[config.mk]
export PLATFORM = sky130hd
export DESIGN_NAME = ofmap_serializer_flat
export DESIGN_NICKNAME = d
export VERILOG_FILES = /design/src/common/conv_pkg.sv /design/src/common/conv_ctrl_if.sv /design/src/source/ofmap_serializer.sv /design/src/flat_wrapper.sv
export SDC_FILE = /design/constraint.sdc
export NUM_CORES = 1
export LEC_CHECK = 0
export ABC_AREA = 1
export BUFFER_PORTS_ARGS = -buffer_cell sky130_fd_sc_hd__clkbuf_2
export CAP_MARGIN = 30
export CELL_PAD_IN_SITES_DETAIL_PLACEMENT = 1
export CELL_PAD_IN_SITES_GLOBAL_PLACEMENT = 2
export CORE_MARGIN = 2
export CORE_UTILIZATION = 21
export DETAILED_ROUTE_END_ITERATION = 16
export PLACE_DENSITY = 0.77
export SYNTH_ARGS = -nofsm -noshare
export SYNTH_HDL_FRONTEND = slang
export SYNTH_SLANG_ARGS = --single-unit
[constraint.sdc]
create_clock -name clk -period 1.73 [get_ports clk]
set_input_delay 0.346 -clock clk [delete_from_list [all_inputs] [get_ports clk]]
set_output_delay 0.346 -clock clk [all_outputs]
set_load 0.005 [all_outputs]
[src/common/conv_pkg.sv]
package conv_pkg;

  localparam int ARRAY_HEIGHT = 4;  // ifmap lanes, PE rows
  localparam int ARRAY_WIDTH  = 4;  // output columns
  localparam int IFMAP_WIDTH  = 16;
  localparam int WEIGHT_WIDTH = 16;
  localparam int OFMAP_WIDTH  = 32;

  // vec_load to first column sum at the array bottom
  localparam int RESULT_DELAY = ARRAY_HEIGHT;

  typedef logic signed [IFMAP_WIDTH-1:0]  ifmap_t;
  typedef logic signed [WEIGHT_WIDTH-1:0] weight_t;
  typedef logic signed [OFMAP_WIDTH-1:0]  ofmap_t;

  typedef ifmap_t  [ARRAY_HEIGHT-1:0] ifmap_vec_t;
  typedef weight_t [ARRAY_WIDTH-1:0]  weight_row_t;
  typedef ofmap_t  [ARRAY_WIDTH-1:0]  ofmap_vec_t;

  typedef logic [$clog2(ARRAY_HEIGHT)-1:0] row_idx_t;
  typedef logic [$clog2(ARRAY_WIDTH)-1:0]  col_idx_t;

  typedef enum logic {
    LOAD_WEIGHTS,
    STREAM
  } conv_state_e;

endpackage
[src/common/conv_ctrl_if.sv]
`timescale 1ns/1ns

interface conv_ctrl_if;

  logic                weight_we;   // write weight_row into the PE grid
  logic                vec_load;    // ifmap vector enters skew stage
  logic                drain_start; // bottom sums of column 0 ready next
  conv_pkg::row_idx_t  weight_row;

  modport ctrl (
    output weight_we,
    output weight_row,
    output vec_load,
    output drain_start
  );

  modport array (
    input weight_we,
    input weight_row,
    input vec_load
  );

  modport serializer (
    input drain_start
  );

endinterface

[src/source/ofmap_serializer.sv]
`timescale 1ns/1ns

module ofmap_serializer (
  input  logic                 clk,
  input  logic                 rst_n,
  conv_ctrl_if.serializer      ctl,
  input  conv_pkg::ofmap_vec_t col_sums,
  output conv_pkg::ofmap_t     ofmap_dat,
  output logic                 ofmap_vld
);

  logic               active;
  conv_pkg::col_idx_t col;

  always_ff @(posedge clk or negedge rst_n) begin
    if (!rst_n) begin
      active    <= 1'b0;
      col       <= '0;
      ofmap_vld <= 1'b0;
    end else begin
      ofmap_vld <= active;
      if (ctl.drain_start) begin
        // a new burst may follow the last column directly
        active <= 1'b1;
        col    <= '0;
      end else if (active) begin
        if (col == conv_pkg::col_idx_t'(conv_pkg::ARRAY_WIDTH - 1)) begin
          active <= 1'b0;
        end
        col <= col + 1'b1;
      end
    end
  end

  // column c sum is at the bottom on this cycle
  always_ff @(posedge clk) begin
    if (active) begin
      ofmap_dat <= col_sums[col];
    end
  end

endmodule

[src/flat_wrapper.sv]
// flat-port wrapper written by rule: the top's interface ports become plain ports
module ofmap_serializer_flat 
  (clk, rst_n, col_sums, ofmap_dat, ofmap_vld, ctl_drain_start);
  conv_ctrl_if ctl_i ();
  input  logic clk;
  input  logic rst_n;
  input  conv_pkg::ofmap_vec_t col_sums;
  output conv_pkg::ofmap_t ofmap_dat;
  output logic ofmap_vld;
  input wire logic [$bits(ctl_i.drain_start)-1:0] ctl_drain_start;
  assign ctl_i.drain_start = ctl_drain_start;
  ofmap_serializer u_core (.clk(clk), .rst_n(rst_n), .ctl(ctl_i), .col_sums(col_sums), .ofmap_dat(ofmap_dat), .ofmap_vld(ofmap_vld));
endmodule
==> reports/results.tsv <==
metric	value	unit
final hold vios	0	
Inserted Diodes	0	
clock buffer depth	2	
unique cell type count in the Yosys netlist	14	
Antenna Nets Post-Route	0	
startpoint class of the critical path	register	
CTS Buf Count	5	
Leak Pwr	0.00244	uW
Logic pwr share	34.7	%
fin crit period	1.34	ns
ys flop type	edfxtp_1	
cell type with the largest total area after synthesis	edfxtp_1	
fin. max-slew vios	0	
Root Buffer	clkbuf_16	
Post-synth EDFFs	32	
setup violators final	0	
mean post-synth cell area	6.42	um2
Port Buffers	163	
top cells by count, synth	161 x nand2_1, 131 x inv_1, 66 x nand3_1, 32 x edfxtp_1, 10 x buf_6	
routed length per placed instance	11.5	um
Die Ht	117	um
number of global-route vias before repair	3087	
status	completed	
switching portion of total power	31.6	%
pwr dens	937	mW/mm2
core footprint	0.0126	mm2
global-route wire length before repair	14200	um
synth warn	0	
clock skew	0.00330	ns
Post-Syn Area	0.00270	mm2
Fin Hold WS	0.363	ns
DRC Markers	0	
most frequent cell after synthesis	nand2_1	
Final HPWL DP	6670	um
CTS tree	done	
Critical Path Sink Type	register	
Max Fclk	0.747	GHz
RSZ-0062 raised after global routing	no	
pin count of the biggest net entering global routing	66	
Setup TNS	0	ns
final worst-path cycle share	77.3	%
max_cap viols	0	
VDD IR max	0.396	mV
Slew Limit Headroom	71.3	%
num rows	41	
initial antenna violation count	0	
clock group share of total power	26.6	%
die width	117	um
Int Power	2450	uW
Post-Syn Nets	552	
Worst-path clk slew	0.06	ns
H-Tree Depth	2	
Worst Path Max Fanout	38	
Initial Util	21.5	%
Pre-antenna DRT Iters	4	
routability cong.	0.761	
die area	0.0138	mm2
#FFs+latches synth	36	
Congestion Overflow GR	0	
Seq/Total Area, Yosys	39.3	%
Req. time, crit path	1.76	ns
First DRT Iteration DRCs	88	
share of cells above drive strength 1	31.1	%
CP Data Arrival Time	1.36	ns
insertion delay to the later sink of the worst-skew pair	0.27	ns
Setup Buffers After CTS	0	
Async S/R FF share, synth	11.1	%
Mapped Cells	420	
Seq pwr share	38.7	%
final WL	8650	um
worst min path class	in2reg	
via count	2910	
Finished Core Util	30.4	%
share of the synthesized area in the top cell type	35.6	%
Worst-Margin Slew	0.430	ns
Boundary Pins	164	
area growth from synthesis to layout	41.7	%
Switch Pwr	1130	uW
Via density	3.88	
GRT Total Usage	12.5	%
Crit Path Class	reg2reg	
clk sinks	36	
final net count	709	
Synth area leaders	edfxtp_1 36%, nand2_1 22%, inv_1 18%	
layer usage:
metal  part of all wire [%]  vias to the layer above  global-route usage, %  wire, um
li1                       -                     1525                      -         -
met1                     44                     1288                   15.0      3770
met2                     49                       95                   22.4      4200
met3                    7.2                        2                   3.16       622
met4                   0.64                        0                   3.09        55
met5                      0                        -                      0         0
sequential cells by signal, summed over array words and instances (netlist names):
| register | count |
|---|---|
| u_core.ofmap_dat | 32 |
| u_core.ofmap_vld | 1 |
| u_core.active | 1 |
| u_core.col | 2 |
final timing paths:
| path | startpoint | endpoint | slack, ns | cells past startpoint |
|---|---|---|---|---|
| setup / recovery | u_core.col[0] | u_core.ofmap_dat[17] | 0.39 | 5 |
| hold / removal | ctl_drain_start | u_core.active | 0.36 | 3 |
| max in group asynchronous | rst_n | u_core.col[0] | 1.18 | 2 |
| min in group asynchronous | rst_n | u_core.active | 0.41 | 2 |
| setup reg to reg | u_core.col[0] | u_core.ofmap_dat[17] | 0.39 | 5 |
| hold reg to reg | u_core.active | u_core.ofmap_vld | 0.58 | 0 |
kinds of logic after synthesis:
family,synth area share (%)
and+or+nand+nor,34.6
buffers and inverters,25.0
DFF,39.3
AOI/OAI and AO/OA,0.556
adders and majority gates,0.464
worst max-delay path, cell delays in order, from the launching register on:
cell	delay [ns]
dfrtp_2	0.43
inv_2	0.20
buf_12	0.23
nand2_1	0.08
nand3_1	0.07
nand2_1	0.05
repair_timing:
item                      4_1_cts  5_1_grt
hold buffers                    1        0
hold endpoints to repair        4        0
gates resized for setup         0        0
cells in the final DEF (no fill, tap or decap):
master / instances
ha_1: 1
edfxtp_1: 32
nand3_1: 66
buf_4: 3
clkbuf_2: 163
clkbuf_1: 1
buf_12: 4
inv_2: 1
nand2_1: 161
clkbuf_16: 5
clkbuf_8: 2
dfrtp_2: 2
dlygate4sd3_1: 1
o21ai_1: 1
dfrtp_1: 2
inv_1: 131
o21ai_0: 2
power groups by stage:
stage          Combinational (uW)  Clock (uW)  Sequential [uW]
6_report                     1240         951             1390
5_1_grt                      1430        1010             1420
4_1_cts                      1290         982             1400
3_5_place_dp                 1280           0             1410
3_3_place_gp                 1250           0             1410
2_1_floorplan                 675           0             1430
metrics by stage:
stage,cells,setup slack (ns),cell area (um2),total power (uW)
6_report,750,0.392,3820,3580
5_1_grt,750,0.273,3820,3860
4_1_cts,750,0.379,3820,3670
3_5_place_dp,741,0.387,3650,2700
3_3_place_gp,741,0.417,3650,2660
2_1_floorplan,420,0.310,2700,2110
layout make-up:
class | count | area, um2
sequential | 36 | 1060
timing repair buffer | 171 | 928
clock buffer | 8 | 156
tap | 172 | 215
multi-input combinational | 231 | 962
inverter | 132 | 495
fill | 1648 | 8750
(Power assumes the default switching activity.)
