File: config.mk
export PLATFORM = sky130hd
export DESIGN_NAME = conv_ctrl_flat
export DESIGN_NICKNAME = d
export VERILOG_FILES = /design/src/common/conv_pkg.sv /design/src/common/conv_ctrl_if.sv /design/src/source/conv_ctrl.sv /design/src/flat_wrapper.sv
export SDC_FILE = /design/constraint.sdc
export NUM_CORES = 1
export LEC_CHECK = 0
export BUFFER_PORTS_ARGS = -buffer_cell sky130_fd_sc_hd__buf_2
export CAP_MARGIN = 20
export CORE_AREA = 2 2 39 41
export CTS_BUF_LIST = sky130_fd_sc_hd__clkbuf_2 sky130_fd_sc_hd__clkbuf_4 sky130_fd_sc_hd__clkbuf_8
export DETAILED_ROUTE_END_ITERATION = 6
export DIE_AREA = 0 0 41 43
export PLACE_DENSITY = 0.43
export SYNTH_ARGS = -nofsm -noshare
export SYNTH_HDL_FRONTEND = slang
export SYNTH_SLANG_ARGS = --single-unit
File: constraint.sdc
create_clock -name clk -period 2.02 [get_ports clk]
set_clock_uncertainty 0.1 [all_clocks]
set_input_delay 0.303 -clock clk [delete_from_list [all_inputs] [get_ports clk]]
set_output_delay 0.303 -clock clk [all_outputs]
set_load 0.01 [all_outputs]
File: src/common/conv_pkg.sv
package conv_pkg;

  localparam int ARRAY_HEIGHT = 4;  // ifmap lanes, PE rows
  localparam int ARRAY_WIDTH  = 4;  // output columns
  localparam int IFMAP_WIDTH  = 16;
  localparam int WEIGHT_WIDTH = 16;
  localparam int OFMAP_WIDTH  = 32;

  // vec_load to first column sum at the array bottom
  localparam int RESULT_DELAY = ARRAY_HEIGHT;

  typedef logic signed [IFMAP_WIDTH-1:0]  ifmap_t;
  typedef logic signed [WEIGHT_WIDTH-1:0] weight_t;
  typedef logic signed [OFMAP_WIDTH-1:0]  ofmap_t;

  typedef ifmap_t  [ARRAY_HEIGHT-1:0] ifmap_vec_t;
  typedef weight_t [ARRAY_WIDTH-1:0]  weight_row_t;
  typedef ofmap_t  [ARRAY_WIDTH-1:0]  ofmap_vec_t;

  typedef logic [$clog2(ARRAY_HEIGHT)-1:0] row_idx_t;
  typedef logic [$clog2(ARRAY_WIDTH)-1:0]  col_idx_t;

  typedef enum logic {
    LOAD_WEIGHTS,
    STREAM
  } conv_state_e;

endpackage
File: src/common/conv_ctrl_if.sv
`timescale 1ns/1ns

interface conv_ctrl_if;

  logic                weight_we;   // write weight_row into the PE grid
  logic                vec_load;    // ifmap vector enters skew stage
  logic                drain_start; // bottom sums of column 0 ready next
  conv_pkg::row_idx_t  weight_row;

  modport ctrl (
    output weight_we,
    output weight_row,
    output vec_load,
    output drain_start
  );

  modport array (
    input weight_we,
    input weight_row,
    input vec_load
  );

  modport serializer (
    input drain_start
  );

endinterface

File: src/source/conv_ctrl.sv
`timescale 1ns/1ns

module conv_ctrl (
  input  logic          clk,
  input  logic          rst_n,
  input  logic          ifmap_group_done,
  input  logic          weight_group_done,
  conv_ctrl_if.ctrl     ctl
);

  conv_pkg::conv_state_e               state;
  conv_pkg::row_idx_t                  row_cnt;
  logic [conv_pkg::RESULT_DELAY-1:0]   load_dly; // one bit per vector in flight

  // weight rows go straight into the grid
  assign ctl.weight_we  = weight_group_done;
  assign ctl.weight_row = row_cnt;

  // ifmap groups only count once all weights are in
  assign ctl.vec_load    = ifmap_group_done && (state == conv_pkg::STREAM);
  assign ctl.drain_start = load_dly[conv_pkg::RESULT_DELAY-1];

  always_ff @(posedge clk or negedge rst_n) begin
    if (!rst_n) begin
      state   <= conv_pkg::LOAD_WEIGHTS;
      row_cnt <= '0;
    end else if (weight_group_done) begin
      // a row arriving in STREAM restarts the load at row 0
      if (row_cnt == conv_pkg::row_idx_t'(conv_pkg::ARRAY_HEIGHT - 1)) begin
        state   <= conv_pkg::STREAM;
        row_cnt <= '0;
      end else begin
        state   <= conv_pkg::LOAD_WEIGHTS;
        row_cnt <= row_cnt + 1'b1;
      end
    end
  end

  always_ff @(posedge clk or negedge rst_n) begin
    if (!rst_n) begin
      load_dly <= '0;
    end else begin
      load_dly <= {load_dly[conv_pkg::RESULT_DELAY-2:0], ctl.vec_load};
    end
  end

endmodule

File: src/flat_wrapper.sv
// flat-port wrapper written by rule: the top's interface ports become plain ports
module conv_ctrl_flat 
  (clk, rst_n, ifmap_group_done, weight_group_done, ctl_weight_we, ctl_weight_row, ctl_vec_load, ctl_drain_start);
  conv_ctrl_if ctl_i ();
  input  logic clk;
  input  logic rst_n;
  input  logic ifmap_group_done;
  input  logic weight_group_done;
  output wire logic [$bits(ctl_i.weight_we)-1:0] ctl_weight_we;
  output wire logic [$bits(ctl_i.weight_row)-1:0] ctl_weight_row;
  output wire logic [$bits(ctl_i.vec_load)-1:0] ctl_vec_load;
  output wire logic [$bits(ctl_i.drain_start)-1:0] ctl_drain_start;
  assign ctl_weight_we = ctl_i.weight_we;
  assign ctl_weight_row = ctl_i.weight_row;
  assign ctl_vec_load = ctl_i.vec_load;
  assign ctl_drain_start = ctl_i.drain_start;
  conv_ctrl u_core (.clk(clk), .rst_n(rst_n), .ifmap_group_done(ifmap_group_done), .weight_group_done(weight_group_done), .ctl(ctl_i));
endmodule
==> flow_metrics.env, run 1 <==
export IMPL_rr_startpoint="u_core.ctl.weight_row[0]"
export IMPL_clk_pin_slew_ns=0.05
export IMPL_post_drt_wl_per_cell_microns=9.60
export IMPL_cts_tree="built"
export IMPL_vias=149
export IMPL_setup_violations_final=0
export IMPL_drc=0
export IMPL_die_h_microns=43
export IMPL_grt_first_pass_wirelength_microns=669
export IMPL_cts_max_level=1
export IMPL_post_route_min_period_ns=1.30
export IMPL_cp_required_ns=1.62
export IMPL_gp_congestion=0.566
export IMPL_cts_resized=0
export IMPL_status="finished, final reports clean"
export IMPL_synth_top_area_cell="dfrtp_1"
export IMPL_final_fill_count=148
export IMPL_final_cell_mix="buf_2, dfrtp_1, clkbuf_4"
export IMPL_synth_compound_area_frac=0
export IMPL_multi_input_area_sq_um=56.3
export IMPL_ys_top_cells_by_area="dfrtp_1, mux2_2, ha_1, buf_4, and2_1"
export IMPL_core_area_sq_um=1380
export IMPL_syn_to_final_growth_pct=38.7
export IMPL_synth_fa_ha_area_frac=0.0524
export IMPL_rows=14
export IMPL_worstRegToRegCells=2
export IMPL_grt_start_max_net_pins=8
export IMPL_slew_headroom=0.899
export IMPL_io_pins=9
export IMPL_ff_latch_area_sq_um=175
export IMPL_layout_drive_gt1_share=0.577
export IMPL_synth_seq_area_share=0.733
export IMPL_crit_path_start_kind="register"
export IMPL_hpwl_microns=297
export IMPL_grt_pass1_vias=153
export IMPL_crit_type="reg2out"
export IMPL_cts_made_buffers=3
export IMPL_cts_root_buffer="clkbuf_4"
export IMPL_routed_via_density=3.55
export IMPL_drt_initial_drc_count=3
export IMPL_synth_area_per_cell_sq_um=17.1
export IMPL_syn_area_sq_um=239
export IMPL_drt_wl_total_microns=403
export IMPL_cts_setup_buffers=0
export IMPL_final_common_cell="buf_2"
export IMPL_antenna_left=0
export IMPL_grt_usage=0.0682
export IMPL_tns_ns=0
export IMPL_dp_cells=37
export IMPL_initial_core_util=0.173
export IMPL_pre_cts_ws_ns=0.855
export IMPL_period_share=0.645
export IMPL_ir_drop_v=0.000585
export IMPL_clock_fmax_mhz=767
export IMPL_drt_first_pass_iters=2
export IMPL_muxShareOfSynthArea=0.141
export IMPL_r2r_setup_slack_ns=0.86
export IMPL_hold_path_class="in2reg"
export IMPL_clock_sinks=7
export IMPL_finalMaxSlewViolations=0
export IMPL_portBuffers=8
export IMPL_synth_xor_area_share=0
export IMPL_path_max_fanout=2
export IMPL_cp_arrival_ns=0.90
export IMPL_synth_top_family_by_area="multiplexers"
export IMPL_rsz0062_at_grt="no"
export IMPL_synth_simple_gate_area_share=0.0419
export IMPL_hold_end="u_core.load_dly[0]"
export IMPL_synth_top_cell_area_share=0.733
export IMPL_layout_nets=32
export IMPL_maxCapViolCount=0
export IMPL_final_cells=42
export IMPL_fp_dieW_microns=41
export IMPL_dieArea_sq_um=1760
export IMPL_r2r_end="u_core.ctl.weight_row[1]"
export IMPL_antenna_found_initial=0
export IMPL_synth_seq_cells=7
export IMPL_hold_path_startpoint="ifmap_group_done"
export IMPL_yosysWarnings=0
export IMPL_p_leak_uw=0.000174
export IMPL_clk_path_buf_depth=2
export IMPL_crit_path_end_kind="output pin"
export IMPL_n_antenna_cell=0
export IMPL_power_density_nw_per_um2=1440
export IMPL_ys_types=6
export IMPL_hold_violations=0
export IMPL_grt_overflow=0
export IMPL_synth_cells=14
export IMPL_whs_path_depth=2
export IMPL_worstMarginPinSlew_ns=0.151
export IMPL_clk_latency_ns=0.25
export IMPL_syn_nets=19
export IMPL_setup_ws_ns=0.716
export IMPL_finalCoreUtilization=0.240
[area by class of cell]
type | instances | area share
clock buffer | 4 | 0.0906
multi-input combinational | 6 | 0.170
sequential | 7 | 0.528
tap | 16 | 0.0604
timing repair buffer | 9 | 0.151
[through the flow]
stage | hold slack [ns] | area [sq um] | total power, uW
2_1_floorplan | -0.0926 | 239 | 290
3_3_place_gp | 0.0322 | 292 | 331
3_5_place_dp | 0.0391 | 292 | 346
4_1_cts | 0.189 | 332 | 490
5_1_grt | 0.197 | 332 | 517
6_report | 0.199 | 332 | 478
[worst max-delay path, stage by stage (launching register included)]
cell	delay, ns
dfrtp_1	0.37
and2_1	0.15
buf_2	0.14
[routing by layer]
layer | vias up | routed length (microns) | global-route usage
met5 | - | 0 | 0
met4 | 0 | 0 | 0.0200
met3 | 0 | 68 | 0.0942
met2 | 11 | 144 | 0.0719
met1 | 70 | 189 | 0.0772
li1 | 68 | - | -
[cells in the mapped netlist]
cell type and count:
nor2_1 1, buf_4 1, ha_1 1, mux2_2 3, dfrtp_1 7, and2_1 1
[cell families (layout without fill, tap and decap cells)]
logic type | count (synthesis) | in the layout
adder cells (fa/ha/maj) | 1 | 1
buffers and inverters | 1 | 13
flip-flops | 7 | 7
multiplexers | 3 | 3
AND/OR/NAND/NOR | 2 | 2
[how the worst max path moves through the flow]
stage | startpoint | to | slack (ns) | depth (start not counted)
2_1_floorplan | u_core.ctl.weight_row[0] | u_core.ctl.weight_row[1] | 0.84 | 2
6_report | u_core.state | ctl_vec_load | 0.72 | 2
5_1_grt | u_core.state | ctl_vec_load | 0.66 | 2
3_5_place_dp | u_core.ctl.weight_row[0] | u_core.ctl.weight_row[1] | 0.86 | 2
3_3_place_gp | u_core.ctl.weight_row[0] | u_core.ctl.weight_row[1] | 0.88 | 2
4_1_cts | u_core.state | ctl_vec_load | 0.70 | 2
[sequential cells by signal (all words and copies together) (netlist names)]
signal                 count
u_core.ctl.weight_row      2
u_core.load_dly            4
u_core.state               1
[timing repair]
| action | CTS | global route |
|---|---|---|
| endpoints found under the hold margin | 7 | 0 |
| endpoints found under the setup margin | 0 | 0 |
| hold buffers | 1 | 0 |
[report_power, final]
group / total, uW / leakage (uW) / internal (uW) / switching (uW)
Sequential: 221 / 0.0000908 / 193 / 28.3
Clock: 136 / 0.0000184 / 88.5 / 47.5
Combinational: 121 / 0.0000644 / 65.7 / 55.2
Power figures use the tool's default switching activity.
==> run 2: changes to the inputs <==
- PLACE_DENSITY: 0.43 -> 0.45
- clock period: 2.02 -> 1.1 ns (I/O delays scaled with it)
==> flow_metrics.env, run 2 (synthesized netlist as in run 1, its figures left out) <==
export IMPL_maxCapViolCount=0
export IMPL_p_switching_uw=302
export IMPL_drt_wl_total_microns=480
export IMPL_worstMarginPinSlew_ns=0.156
export IMPL_final_cell_mix="dfrtp_1, buf_6, buf_2"
export IMPL_period_share=1.05
export IMPL_dieArea_sq_um=1760
export IMPL_cts_max_level=1
export IMPL_dp_cells=39
export IMPL_n_antenna_cell=0
export IMPL_p_clk_frac=0.224
export IMPL_hold_violations=0
export IMPL_failed_checks="negative setup slack"
export IMPL_p_total_uw=1140
export IMPL_p_leak_uw=0.000205
export IMPL_seq_power_share=0.358
export IMPL_rsz0062_at_grt="yes"
export IMPL_core_area_sq_um=1380
export IMPL_gp_congestion=0.588
export IMPL_comb_power_share=0.418
export IMPL_drt_first_pass_iters=1
export IMPL_cp_required_ns=0.83
export IMPL_final_cells=45
export IMPL_clk_path_buf_depth=2
export IMPL_grt_usage=0.0732
export IMPL_grt_overflow=0
export IMPL_antenna_left=0
export IMPL_power_density_nw_per_um2=2870
export IMPL_setup_violations_final=5
export IMPL_ir_drop_v=0.00119
export IMPL_die_h_microns=43
export IMPL_post_drt_wl_per_cell_microns=10.7
export IMPL_finalMaxSlewViolations=0
export IMPL_io_pins=9
export IMPL_layout_nets=35
export IMPL_stdcell_area_sq_um=397
export IMPL_path_cells="and2_4 -> buf_6"
export IMPL_drc=0
export IMPL_initial_core_util=0.173
export IMPL_cts_root_buffer="clkbuf_4"
export IMPL_drt_initial_drc_count=0
export IMPL_status="complete, but fails checks"
export IMPL_routed_via_density=3.67
export IMPL_post_route_min_period_ns=1.15
export IMPL_antenna_found_initial=0
export IMPL_clk_latency_ns=0.25
export IMPL_grt_start_max_net_pins=8
export IMPL_clock_fmax_mhz=866
export IMPL_grt_pass1_vias=178
export IMPL_largest_reg_flops=4
export IMPL_whs_ns=0.0661
export IMPL_crit_type="reg2out"
export IMPL_clock_sinks=7
export IMPL_crit_path_start_kind="register"
export IMPL_path_max_fanout=2
export IMPL_cp_arrival_ns=0.89
export IMPL_hpwl_microns=303
export IMPL_vias=165
export IMPL_rows=14
export IMPL_cts_tree="built"
export IMPL_final_common_cell="dfrtp_1"
export IMPL_internal_power_uw=837
export IMPL_critPathSlowestCell="dfrtp_1"
export IMPL_clk_pin_slew_ns=0.05
export IMPL_swShare=0.265
export IMPL_slew_headroom=0.896
export IMPL_setup_ws_ns=-0.0547
export IMPL_regMostFlops="u_core.load_dly"
export IMPL_syn_to_final_growth_pct=66.0
export IMPL_layout_drive_gt1_share=0.690
export IMPL_cts_made_buffers=3
export IMPL_tns_ns=-0.184
export IMPL_portBuffers=8
export IMPL_grt_first_pass_wirelength_microns=779
export IMPL_fp_dieW_microns=41
export IMPL_cpPeakStageDelay_ns=0.38
export IMPL_hold_path_class="in2reg"
export IMPL_crit_path_end_kind="output pin"
export IMPL_placed_area_sq_um=307
[run 2: changes by cell type in the layout (fill, tap and decap cells not counted)]
cell,before,now
ha_2,0,1
and2_4,0,1
and2_1,1,0
buf_6,0,6
mux2_2,3,1
ha_1,1,0
mux2_4,0,2
buf_2,8,5
[run 2: power by group through the flow]
stage | clock network [uW] | registers [uW] | logic (uW)
6_report | 255 | 408 | 475
5_1_grt | 290 | 417 | 526
4_1_cts | 268 | 406 | 433
3_5_place_dp | 0 | 401 | 287
3_3_place_gp | 0 | 392 | 268
2_1_floorplan | 0 | 422 | 110
[run 2: what timing repair did]
action	CTS	global route
buffers inserted	1	0
endpoints found under the setup margin	4	6
gates resized for setup	7	3
endpoints found under the hold margin	7	0
pin swaps	1	1
hold buffers	1	0
[run 2: final timing paths]
path / start / end / slack, ns / cells after the start
setup / recovery: u_core.state / ctl_vec_load / -0.05 / 2
hold / removal: ifmap_group_done / u_core.load_dly[0] / 0.07 / 2
setup reg to reg: u_core.ctl.weight_row[1] / u_core.ctl.weight_row[1] / -0.04 / 2
hold reg to reg: u_core.load_dly[1] / u_core.load_dly[2] / 0.25 / 0
max in group asynchronous: rst_n / u_core.state / 0.57 / 2
min in group asynchronous: rst_n / u_core.load_dly[3] / 0.17 / 2
[run 2: routing by layer]
metal / vias up / routed length [microns] / track usage
li1: 75 / - / -
met1: 79 / 211 / 0.0870
met2: 11 / 208 / 0.0844
met3: 0 / 60 / 0.0681
met4: 0 / 0 / 0.0400
met5: - / 0 / 0
[run 2: final cells by class]
type	instances	area [sq um]
Clock buffer	4	30.0
Tap cell	16	20.0
Sequential cell	7	175
Multi-Input combinational cell	6	68.8
Fill cell	138	987
Timing Repair Buffer	12	103
[run 2: worst max-delay path, delay by kind of cell, from the launching register on]
family / cells / cell delay (ns)
buffers and inverters: 1 / 0.11
DFF: 1 / 0.38
and+or+nand+nor: 1 / 0.15
[run 2: through the flow]
step / utilization / worst slack (ns)
after CTS: 0.279 / -0.0665
after global placement: 0.222 / -0.00938
after floorplan: - / -0.0632
after global routing: 0.287 / -0.0925
after detailed placement: 0.222 / -0.0396
final: 0.287 / -0.0547
