### src/common/conv_pkg.sv
package conv_pkg;

  localparam int ARRAY_HEIGHT = 4;  // ifmap lanes, PE rows
  localparam int ARRAY_WIDTH  = 4;  // output columns
  localparam int IFMAP_WIDTH  = 16;
  localparam int WEIGHT_WIDTH = 16;
  localparam int OFMAP_WIDTH  = 32;

  // vec_load to first column sum at the array bottom
  localparam int RESULT_DELAY = ARRAY_HEIGHT;

  typedef logic signed [IFMAP_WIDTH-1:0]  ifmap_t;
  typedef logic signed [WEIGHT_WIDTH-1:0] weight_t;
  typedef logic signed [OFMAP_WIDTH-1:0]  ofmap_t;

  typedef ifmap_t  [ARRAY_HEIGHT-1:0] ifmap_vec_t;
  typedef weight_t [ARRAY_WIDTH-1:0]  weight_row_t;
  typedef ofmap_t  [ARRAY_WIDTH-1:0]  ofmap_vec_t;

  typedef logic [$clog2(ARRAY_HEIGHT)-1:0] row_idx_t;
  typedef logic [$clog2(ARRAY_WIDTH)-1:0]  col_idx_t;

  typedef enum logic {
    LOAD_WEIGHTS,
    STREAM
  } conv_state_e;

endpackage
### src/source/word_packer.sv
`timescale 1ns/1ns

module word_packer #(
  parameter int GROUP_SIZE = 4
) (
  input  logic                                            clk,
  input  logic                                            rst_n,
  input  logic [conv_pkg::IFMAP_WIDTH-1:0]                word,
  input  logic                                            word_vld,
  output logic [GROUP_SIZE-1:0][conv_pkg::IFMAP_WIDTH-1:0] group,
  output logic                                            group_done
);

  logic [$clog2(GROUP_SIZE)-1:0] cnt;

  always_ff @(posedge clk or negedge rst_n) begin
    if (!rst_n) begin
      cnt        <= '0;
      group_done <= 1'b0;
    end else begin
      group_done <= 1'b0;
      if (word_vld) begin
        if (cnt == $bits(cnt)'(GROUP_SIZE - 1)) begin
          cnt        <= '0;
          group_done <= 1'b1; // whole group visible next cycle
        end else begin
          cnt <= cnt + 1'b1;
        end
      end
    end
  end

  // first word of a group lands in slot 0
  always_ff @(posedge clk) begin
    if (word_vld) begin
      group[cnt] <= word;
    end
  end

endmodule

### config.mk
export PLATFORM = sky130hd
export DESIGN_NAME = word_packer
export DESIGN_NICKNAME = d
export VERILOG_FILES = /design/src/common/conv_pkg.sv /design/src/source/word_packer.sv
export SDC_FILE = /design/constraint.sdc
export NUM_CORES = 1
export LEC_CHECK = 0
export BUFFER_PORTS_ARGS = -buffer_cell sky130_fd_sc_hd__buf_2
export CAP_MARGIN = 25
export CORE_MARGIN = 8
export CORE_UTILIZATION = 30
export DETAILED_ROUTE_END_ITERATION = 6
export PLACE_DENSITY_LB_ADDON = 0.1
export SLEW_MARGIN = 20
export SYNTH_ARGS = -nofsm -noshare
export SYNTH_HDL_FRONTEND = slang
export SYNTH_SLANG_ARGS = --single-unit
export TNS_END_PERCENT = 5
### constraint.sdc
create_clock -name clk -period 3.3 [get_ports clk]
set_input_delay 0.33 -clock clk [delete_from_list [all_inputs] [get_ports clk]]
set_output_delay 0.33 -clock clk [all_outputs]
set_load 0.05 [all_outputs]
==> results by group, run 1 <==
Clocking
  • Sink Count: 67
  • # Post-CTS Setup Buffers: 0
  • # H-tree levels: 3
  • Clock latency on the worst-skew pair: 330 ps
  • Clk pin slew, worst setup/hold paths: 70 ps
  • CTS root buffer: clkbuf_8
  • CTS max path bufs: 2
  • Total CTS buffers: 9
  • TritonCTS clock tree: built

STA
  • Period utilisation layout: between 40 and 50%
  • Relative max-transition margin: 66.4%
  • Fin Hold WS: 216 ps
  • Endpoints failing hold: 0
  • Worst-margin pin slew: 505 ps
  • Unrepaired setup endpoints after global routing: no
  • Max frequency: 0.698 GHz
  • Clock skew: between 7 and 8 ps
  • Setup Viol. Count Final: 0
  • Clock period minus worst slack: 1430 ps
  • Post-route setup TNS: 0 ps
  • Fin. max-slew vios: 0

Floorplanning
  • Initial Util: 31.0%
  • Site Rows: 30
  • Total die area: 9960 µm²
  • Chip width: 99.8 µm
  • Die Ht: 99.8 µm
  • Num ports: 84
  • Core Region: slightly below 7000 µm²

Drt
  • First-pass DRT Iterations: 4
  • Drt drc: 0
  • Via-to-Cell Ratio: 3.98
  • Routed vias: 1103
  • Final wirelength: around 4700 µm
  • Routed WL per cell: 16.9 µm
  • DRT iter0 DRCs: 51
  • Number of antenna-violating nets in the routed design: 0

Yosys
  • Adder-cell share of the synthesized area: 2.38%
  • Synth Area in Simple Gates: 2.02%
  • Cell count after synthesis: 81
  • Post-synthesis net count: approximately 100
  • Xor-xnor portion of the synthesized cell area: 0%
  • Main combinational cell family by area after synthesis: adder cells
  • Synth area leaders: edfxtp_1, dfrtp_1, ha_1
  • Sequential area share after synthesis: ~95%
  • Synth warn: 0
  • Synthesized area: 2110 µm²
  • Synth Area in Compound Gates: less than 1%
  • Yosys cell types: 8
  • Synth top area share: 91.2%
  • Synth Register Bits: 67
  • Mux share of post-synthesis cell area: 0%
  • Syn Area/Cell: approximately 26 µm²
  • Yosys top cell by area: edfxtp_1

Worst setup path
  • Worst R2R Setup Slack: 1870 ps
  • Crit path DAT: 1400 ps
  • Worst-path cell chain: inv_1 > ha_1 > and2_2
  • Worst path slowest cell: and2_2
  • Crit Path Class: reg2reg
  • Crit. End Element: register
  • CP max stage delay: 440 ps
  • CP Max Fanout: 16
  • Worst setup SP type: register
  • Worst EP required: 3270 ps

Finish
  • Final nets: a little under 200
  • Most frequent cells in the layout: buf_2, edfxtp_1, clkbuf_8
  • Fin cells: 277
  • Commonest non-fill, non-tap cell in the layout: buf_2
  • Final instance area: 2810 µm²
  • Inserted Diodes: 0
  • Ratio of cells with drive above 1 in the final layout: 55.2%
  • Area grow syn2layout: 33.6%

GRT
  • Gr ovfl total: 0
  • Initial antenna violation count: 0
  • First-pass GRT wire length: 7020 µm
  • Largest net degree at the start of global routing: 18
  • Vias in the first global route: between 1k and 1.5k
  • GRT Overall Usage: 9.58%

Status
  • Outcome: finished clean

Placed design
  • Port bufs: 83
  • Cells after DPL: 260
  • Post-placement cell area: ~2600 µm²
  • Placed wire-length estimate: 3290 µm
  • Routability Congestion: between 0.6 and 0.7

Flow run
  • Max capacitance violation total: 0

Power
  • Lkg Pwr: roughly 1.1 nW
  • Power per cell area: roughly 800 nW/µm²
  • Worst VDD drop: 0.000228 V

Worst hold path
  • Worst Hold Class: in2reg
[state kept, by name (all words and copies together) (netlist names)]
signal,cells
group_done,1
cnt,2
group,64
[metrics by stage]
| stage | total power, mW | utilization (%) | worst slack [ps] |
|---|---|---|---|
| final | 2.28 | 41.4 | 1870 |
| after global routing | 2.38 | 41.4 | 1770 |
| after CTS | 2.32 | 41.4 | 1830 |
| after detailed placement | 1.76 | 38.9 | 1850 |
| after global placement | 1.74 | 38.9 | 1900 |
| after floorplan | 1.59 | - | 2060 |
[power breakdown]
part / switching, mW / total [mW] / internal (mW) / leakage (nW)
Clock: 0.281 / 0.550 / 0.269 / 0.0807
Sequential: 0.0380 / 1.13 / 1.09 / 0.626
Combinational: 0.506 / 0.602 / 0.0965 / 0.395
[layer usage]
| layer | global-route usage [%] | wire [µm] | part of all wire, % | vias up |
|---|---|---|---|---|
| li1 | - | - | - | 506 |
| met1 | 9.88 | 1810 | 39 | 547 |
| met2 | 16.1 | 2430 | 52 | 44 |
| met3 | 3.88 | 382 | 8.1 | 6 |
| met4 | 5.59 | 64 | 1.4 | 0 |
| met5 | 0 | 0 | 0 | - |
[final timing paths]
path / start / endpoint / depth (start not counted)
worst max-delay path: cnt[1]$_DFFE_PN0P_ / group[17]$_DFFE_PP_ / 3
max in group asynchronous: rst_n / cnt[1]$_DFFE_PN0P_ / 2
worst min register to register: cnt[0]$_DFFE_PN0P_ / cnt[0]$_DFFE_PN0P_ / 2
worst max register to register: cnt[1]$_DFFE_PN0P_ / group[17]$_DFFE_PP_ / 3
min in group asynchronous: rst_n / group_done$_DFF_PN0_ / 2
worst min-delay path: word[2] / group[34]$_DFFE_PP_ / 1
[worst max-delay path, delay by kind of cell (launching register included)]
family        cells  cell delay [ps]
fa+ha+maj         1              140
buf+inv           1              100
simple gates      1              440
flops             1              400
[area by class of cell]
type	instances	area, µm²
fill	626	3980
timing repair buffer	84	425
clock buffer	11	131
tap	96	120
sequential	67	2000
multi-input combinational	12	103
inverter	2	7.51
clock inverter	5	30.0
[cell families after synthesis]
group           Yosys count
flops                    67
simple gates              6
fa+ha+maj                 4
compound gates            2
buf+inv                   2
[cell usage after synthesis]
master,n
o21ai_0,2
nand2_1,1
edfxtp_1,64
inv_1,2
or3b_1,1
dfrtp_1,3
ha_1,4
and2_2,4
[timing repair]
action	4_1_cts	5_1_grt
hold buffers	1	0
endpoints found under the hold margin	3	0
endpoints found under the setup margin	0	0
gates resized for setup	0	0
(Power assumes the default switching activity.)
==> run 2: changes to the inputs <==
ABC_AREA = 1   (was not set)
clock period = 1.4 ns   (was 3.3 ns; I/O delays follow)
==> run 2 against run 1 <==
Net effect:
- design area increased by 4.0%
- combinational power grew to 2.6 times the previous value
- register-to-register slack got worse by 1700 ps
- total power is 150% higher
- hold slack got worse by 190 ps
- sequential power grew 130%
- first-iteration DRC count decreased by 57%
- clock skew is 1.4 ps lower
- critical path type unchanged
- highest routed layer unchanged
==> results by group, run 2 <==
Worst setup path
  • Worst EP required: 1430 ps (-1840 ps)
  • R2R cell count: 5 (+2)
  • Crit Path Class: reg2reg
  • CP Max Fanout: 9 (-7)
  • Worst path bufs/invs: 3 (+2)
  • CP max stage delay: 420 ps (-20 ps)
  • Worst R2R Setup Slack: 130 ps (-1740 ps)
  • Most used cell, CP: inv_1
  • Levels on crit path: 5 (+2)
  • Critical R2R Launch: cnt[0]$_DFFE_PN0P_
  • Crit path DAT: 1300 ps (-100 ps)
  • Cell family with most CP delay: flip-flops
  • Crit path from: cnt[0]$_DFFE_PN0P_
  • Worst-path cell chain: inv_1 > ha_1 > nand2_1 > inv_1 > buf_4
  • CP endpoint: group[43]$_DFFE_PP_
  • Worst path slowest cell: dfrtp_1
  • Crit. End Element: register
  • Reg2Reg Capture Point: group[43]$_DFFE_PP_
  • Worst setup SP type: register

STA
  • Setup Viol. Count Final: 0 (unchanged)
  • Setup WS post-layout: 130 ps (-1740 ps)
  • Relative max-transition margin: 82.6% (+16 points)
  • Unrepaired setup endpoints after global routing: no
  • Endpoints failing hold: 0 (unchanged)
  • Fin Hold WS: 21.6 ps (-194 ps)
  • Fin. max-slew vios: 0 (unchanged)
  • Post-route setup TNS: 0 ps (unchanged)
  • Clock skew: 5.88 ps (-1.44 ps)
  • Period utilisation layout: 90.7% (+47 points)
  • Clock period minus worst slack: 1270 ps (-162 ps)
  • Max frequency: 0.788 GHz (+13%)
  • Worst-margin pin slew: 263 ps (-242 ps)

Placed design
  • Post-placement cell area: 2730 µm² (+3.4%)
  • Port bufs: 83 (unchanged)
  • Routability Congestion: 0.674 (-1.4%)
  • Dpl ws: 132 ps (-1720 ps)
  • Placed wire-length estimate: 3560 µm (+8.1%)
  • Cells after DPL: 275 (+5.8%)

Drt
  • Routed vias: 1155 (+4.7%)
  • Drt drc: 0 (unchanged)
  • First-pass DRT Iterations: 4 (unchanged)
  • Met2 wire len: 2200 µm (-9.8%)
  • DRT iter0 DRCs: 22 (-57%)
  • Routed WL per cell: 16.6 µm (-2.2%)
  • Number of antenna-violating nets in the routed design: 0 (unchanged)
  • Met1 wire length: 2070 µm (+14%)
  • Met3 wire len: 512 µm (+34%)
  • DR top layer: met4
  • Via-to-Cell Ratio: 3.96 (-0.66%)
  • Final wirelength: 4840 µm (+3.1%)

Floorplanning
  • Core Region: 6830 µm² (+0.55%)
  • Die Ht: 100 µm (+0.20%)
  • Initial Util: 31.0% (about the same)
  • Site Rows: 30 (unchanged)
  • Total die area: 10000 µm² (+0.40%)
  • Chip width: 100 µm (+0.20%)
  • Num ports: 84 (unchanged)

Yosys
  • Synth Area in Compound Gates: 0.236% (-0.24 points)
  • Most common cell in the synthesized netlist: edfxtp_1
  • Syn Area/Cell: 23.8 µm² (-8.6%)
  • Cell count after synthesis: 89 (+9.9%)
  • Synth Area in Simple Gates: 1.60% (-0.42 points)
  • Synth top area share: 90.8% (-0.43 points)
  • Xor-xnor portion of the synthesized cell area: 0% (unchanged)
  • Yosys cell types: 9 (+1)
  • Number of enable flip-flop cells after synthesis: 64 (unchanged)
  • Post-synthesis net count: 112 (+7.7%)
  • Post-synthesis async set-or-reset flop share: 4.48% (unchanged)
  • Synth area leaders: edfxtp_1, dfrtp_1, ha_1
  • Main combinational cell family by area after synthesis: adder cells
  • Synth warn: 0 (unchanged)
  • Main synth FF type: edfxtp_1
  • Synthesized area: 2120 µm² (+0.48%)
  • Mux share of post-synthesis cell area: 0% (unchanged)
  • Synth cell count leaders: edfxtp_1, nand2_1, inv_1
  • Sequential area share after synthesis: 94.3% (-0.45 points)
  • Synth Register Bits: 67 (unchanged)
  • Yosys top cell by area: edfxtp_1
  • Adder-cell share of the synthesized area: 2.36% (-0.011 points)

GRT
  • GRT Overall Usage: 10.1% (+0.55 points)
  • Vias in the first global route: 1280 (+0.47%)
  • Initial antenna violation count: 0 (unchanged)
  • Largest net degree at the start of global routing: 13 (-5)
  • First-pass GRT wire length: 7360 µm (+4.8%)
  • Gr ovfl total: 0 (unchanged)

Clocking
  • CTS resizes: 0 (unchanged)
  • Clock latency on the worst-skew pair: 330 ps (about the same)
  • # Post-CTS Setup Buffers: 0 (unchanged)
  • # H-tree levels: 3 (unchanged)
  • Sink Count: 67 (unchanged)
  • TritonCTS clock tree: built
  • CTS max path bufs: 2 (unchanged)
  • Hold-fix buffers, CTS: 1 (unchanged)
  • Total CTS buffers: 9 (unchanged)
  • CTS root buffer: clkbuf_8
  • Clk pin slew, worst setup/hold paths: 70 ps (about the same)

Finish
  • Top flop regs: group: 64 flops, cnt: 2 flops, group_done: 1 flops
  • Inserted Diodes: 0 (unchanged)
  • Most frequent cells in the layout: buf_2, edfxtp_1, clkbuf_8
  • Max reg flops: 64 (unchanged)
  • Area grow syn2layout: 38.2%
  • Fin cells: 292 (+5.4%)
  • Ratio of cells with drive above 1 in the final layout: 53.6% (-1.7 points)
  • Final nets: 214 (+7.5%)
  • Final core utilization: 42.8% (+1.4 points)
  • Largest Register: group
  • Final instance area: 2930 µm² (+4.0%)
  • Commonest non-fill, non-tap cell in the layout: buf_2

Power
  • Worst VDD drop: 0.000690 V (+200%)
  • Power per cell area: 1940 nW/µm² (+140%)
  • Tot Pwr: 5.68 mW (+150%)
  • Lkg Pwr: 1.20 nW (+9.1%)

Worst hold path
  • HP Start: word[7]
  • Worst Hold Class: in2reg

Status
  • Outcome: finished clean

Flow run
  • Max capacitance violation total: 0 (unchanged)
run 2: changes by cell type after synthesis, moves of 2 or more:
cell | previous run | this run
nand2_1 | 1 | 8
and2_2 | 4 | 0
inv_1 | 2 | 6
o21ai_0 | 2 | 0
run 2: cell families (layout without fill, tap and decap cells):
group,Yosys count,after routing
DFF,67,67
AOI/OAI and AO/OA,1,1
adders and majority gates,4,4
and+or+nand+nor,9,9
buffers and inverters,8,115
run 2: worst min-delay path by stage:
stage                                end  slack [ps]  cells past startpoint
floorplan             cnt[0]$_DFFE_PN0P_        -160                      0
global placement    group_done$_DFF_PN0_         -60                      1
detailed placement  group_done$_DFF_PN0_         -60                      1
CTS                  group[32]$_DFFE_PP_           3                      1
global route         group[22]$_DFFE_PP_           8                      1
finish               group[39]$_DFFE_PP_          20                      1
run 2: area by class of cell:
class	count	area (µm²)
Clock inverter	6	56.3
Sequential cell	67	2000
Timing Repair Buffer	92	510
Clock buffer	10	128
Inverter	7	26.3
Multi-Input combinational cell	14	88.8
Tap cell	96	120
Fill cell	631	3910
run 2: where the power goes:
part | leakage [nW] | switching, mW | internal (mW) | total (mW)
Clock | 0.0951 | 0.666 | 0.807 | 1.47
Sequential | 0.626 | 0.0906 | 2.56 | 2.65
Combinational | 0.480 | 1.23 | 0.327 | 1.56
Total | 1.20 | 1.99 | 3.70 | 5.68
run 2: per-layer routing:
| layer | vias to the layer above | GRT usage (%) |
|---|---|---|
| met1 | 562 | 12.2 |
| met4 | 0 | 5.23 |
| met2 | 51 | 14.1 |
| met3 | 7 | 5.67 |
| met5 | - | 0 |
| li1 | 535 | - |
==> run 3: changes to the inputs <==
CORE_UTILIZATION = 45   (was 30)
RECOVER_POWER = 25   (was not set)
==> run 3 against run 2 <==
Net effect:
- global-route usage rose by 2.6 points
- clock skew fell by 1.8 ps
- hold slack improved by 19 ps
- clock-buffer cell count rose by 1
- via count fell by 0.61%
- routed wire length fell by 10%
- die area fell by 28%
==> results by group, run 3 (same netlist as run 2, synthesis figures left out) <==
Finish
  • Most frequent cells in the layout: buf_2, edfxtp_1, clkbuf_1
  • Area grow syn2layout: 32.7%
  • Inserted Diodes: 0 (unchanged)
  • Top flop regs: group: 64 flops, cnt: 2 flops, group_done: 1 flops
  • Number of fill cells: 370 (-41%)
  • Fin cells: 248 (-15%)
  • Commonest non-fill, non-tap cell in the layout: buf_2
  • Ratio of cells with drive above 1 in the final layout: 44.8% (-8.7 points)
  • Largest Register: group
  • Max reg flops: 64 (unchanged)
  • Final nets: 212 (-0.93%)
  • Final core utilization: 60.7% (+18 points)

Floorplanning
  • Num ports: 84 (unchanged)
  • Core Region: 4630 µm² (-32%)
  • Die Ht: 84.6 µm (-15%)
  • Chip width: 84.6 µm (-15%)
  • Initial Util: 45.7% (+15 points)
  • Site Rows: 25 (-17%)
  • Total die area: 7160 µm² (-28%)

STA
  • Fin. max-slew vios: 0 (unchanged)
  • Endpoints failing hold: 0 (unchanged)
  • Post-route setup TNS: 0 ps (unchanged)
  • Setup WS post-layout: 116 ps (-14.5 ps)
  • Period utilisation layout: 91.7% (+1.0 points)
  • Unrepaired setup endpoints after global routing: no
  • Worst-margin pin slew: 267 ps (+4.03 ps)
  • Max frequency: 0.779 GHz (-1.1%)
  • Relative max-transition margin: 82.3% (-0.27 points)
  • Clock skew: 4.12 ps (-1.76 ps)
  • Setup Viol. Count Final: 0 (unchanged)
  • Clock period minus worst slack: 1280 ps (+14.5 ps)

Drt
  • Drt drc: 0 (unchanged)
  • Via-to-Cell Ratio: 4.63 (+17%)
  • Routed vias: 1148 (-0.61%)
  • Final wirelength: 4330 µm (-10%)
  • Number of antenna-violating nets in the routed design: 0 (unchanged)
  • Routed WL per cell: 17.5 µm (+5.4%)
  • First-pass DRT Iterations: 4 (unchanged)
  • DRT iter0 DRCs: 70 (+220%)

Clocking
  • CTS resizes: 0 (unchanged)
  • TritonCTS clock tree: built
  • CTS max path bufs: 2 (unchanged)
  • Sink Count: 67 (unchanged)
  • Clock latency on the worst-skew pair: 330 ps (about the same)
  • CTS root buffer: clkbuf_8
  • Total CTS buffers: 9 (unchanged)
  • # H-tree levels: 3 (unchanged)
  • Clk pin slew, worst setup/hold paths: 60 ps (about the same)

Worst hold path
  • Worst Hold Class: in2reg
  • Cell count of the worst hold path: 1 (unchanged)

Status
  • Outcome: finished clean

GRT
  • GRT Overall Usage: 12.7% (+2.6 points)
  • Largest net degree at the start of global routing: 17 (+4)
  • Gr ovfl total: 0 (unchanged)
  • Initial antenna violation count: 0 (unchanged)
  • Vias in the first global route: 1232 (-3.8%)
  • First-pass GRT wire length: 6530 µm (-11%)

Worst setup path
  • Crit Path Class: reg2reg
  • Crit path DAT: 1320 ps (+20 ps)
  • Worst setup SP type: register
  • Crit. End Element: register
  • R2R cell count: 5 (unchanged)
  • CP Max Fanout: 16 (+7)
  • Worst EP required: 1440 ps (about the same)

Power
  • Lkg Pwr: 1.14 nW (-5.3%)
  • Worst VDD drop: 0.000977 V (+42%)
  • Power per cell area: 1930 nW/µm² (-0.54%)

Placed design
  • Dpl ws: 120 ps (-12.4 ps)
  • Routability Congestion: 0.699 (+3.8%)
  • Cells after DPL: 231 (-16%)
  • Port bufs: 83 (unchanged)
  • Placed wire-length estimate: 3210 µm (-9.8%)

Flow run
  • Max capacitance violation total: 0 (unchanged)
[run 3: cell types whose count changed in the layout (fill, tap and decap cells not counted), sizes merged]
cell / previous run / this run
buf: 91 / 76
bufinv: 1 / 0
clkbuf: 10 / 24
[run 3: worst paths after layout]
kind                            slack (ps)                   end               start
worst max register to register         120   group[46]$_DFFE_PP_  cnt[0]$_DFFE_PN0P_
max in group asynchronous             1170  group_done$_DFF_PN0_               rst_n
min in group asynchronous              130    cnt[1]$_DFFE_PN0P_               rst_n
worst min register to register         590    cnt[0]$_DFFE_PN0P_  cnt[0]$_DFFE_PN0P_
worst max-delay path                   120   group[46]$_DFFE_PP_  cnt[0]$_DFFE_PN0P_
worst min-delay path                    40   group[37]$_DFFE_PP_             word[5]
[run 3: repair_timing]
item / CTS / global route
hold endpoints to repair: 3 / 0
endpoints found under the setup margin: 0 / 0
setup buffers: 0 / 0
hold buffers: 1 / 0
[run 3: critical path: stages, from the launching register on]
cell and delay (ps):
dfrtp_1 430, inv_1 110, ha_1 160, nand2_1 50, inv_1 90, buf_12 160
[run 3: where the power goes]
group	switching (mW)	internal [mW]
clock network	0.637	0.616
registers	0.0820	2.56
logic	1.22	0.308
total	1.94	3.49
[run 3: cell type report]
type | count | area (µm²) | area share (%)
Clock inverter | 5 | 20.0 | 0.712
Clock buffer | 11 | 131 | 4.67
Timing Repair Buffer | 90 | 479 | 17.1
Sequential cell | 67 | 2000 | 71.1
Tap cell | 54 | 67.6 | 2.40
Multi-Input combinational cell | 14 | 88.8 | 3.16
Inverter | 7 | 26.3 | 0.935
[run 3: stage by stage]
stage               hold slack [ps]  cell area [µm²]  power (mW)
finish                         40.2             2810        5.43
CTS                            14.4             2830        5.50
global placement              -62.4             2670        4.21
global route                   36.3             2810        5.64
floorplan                      -156             2120        3.76
detailed placement            -61.9             2670        4.25
[run 3: routing by layer]
metal  part of all wire, %  wire (µm)  global-route usage (%)
met1                    36       1550                    12.0
met2                    54       2330                    21.9
met3                   7.9        344                    5.37
met4                   2.4        105                    8.74
met5                     0          0                       0
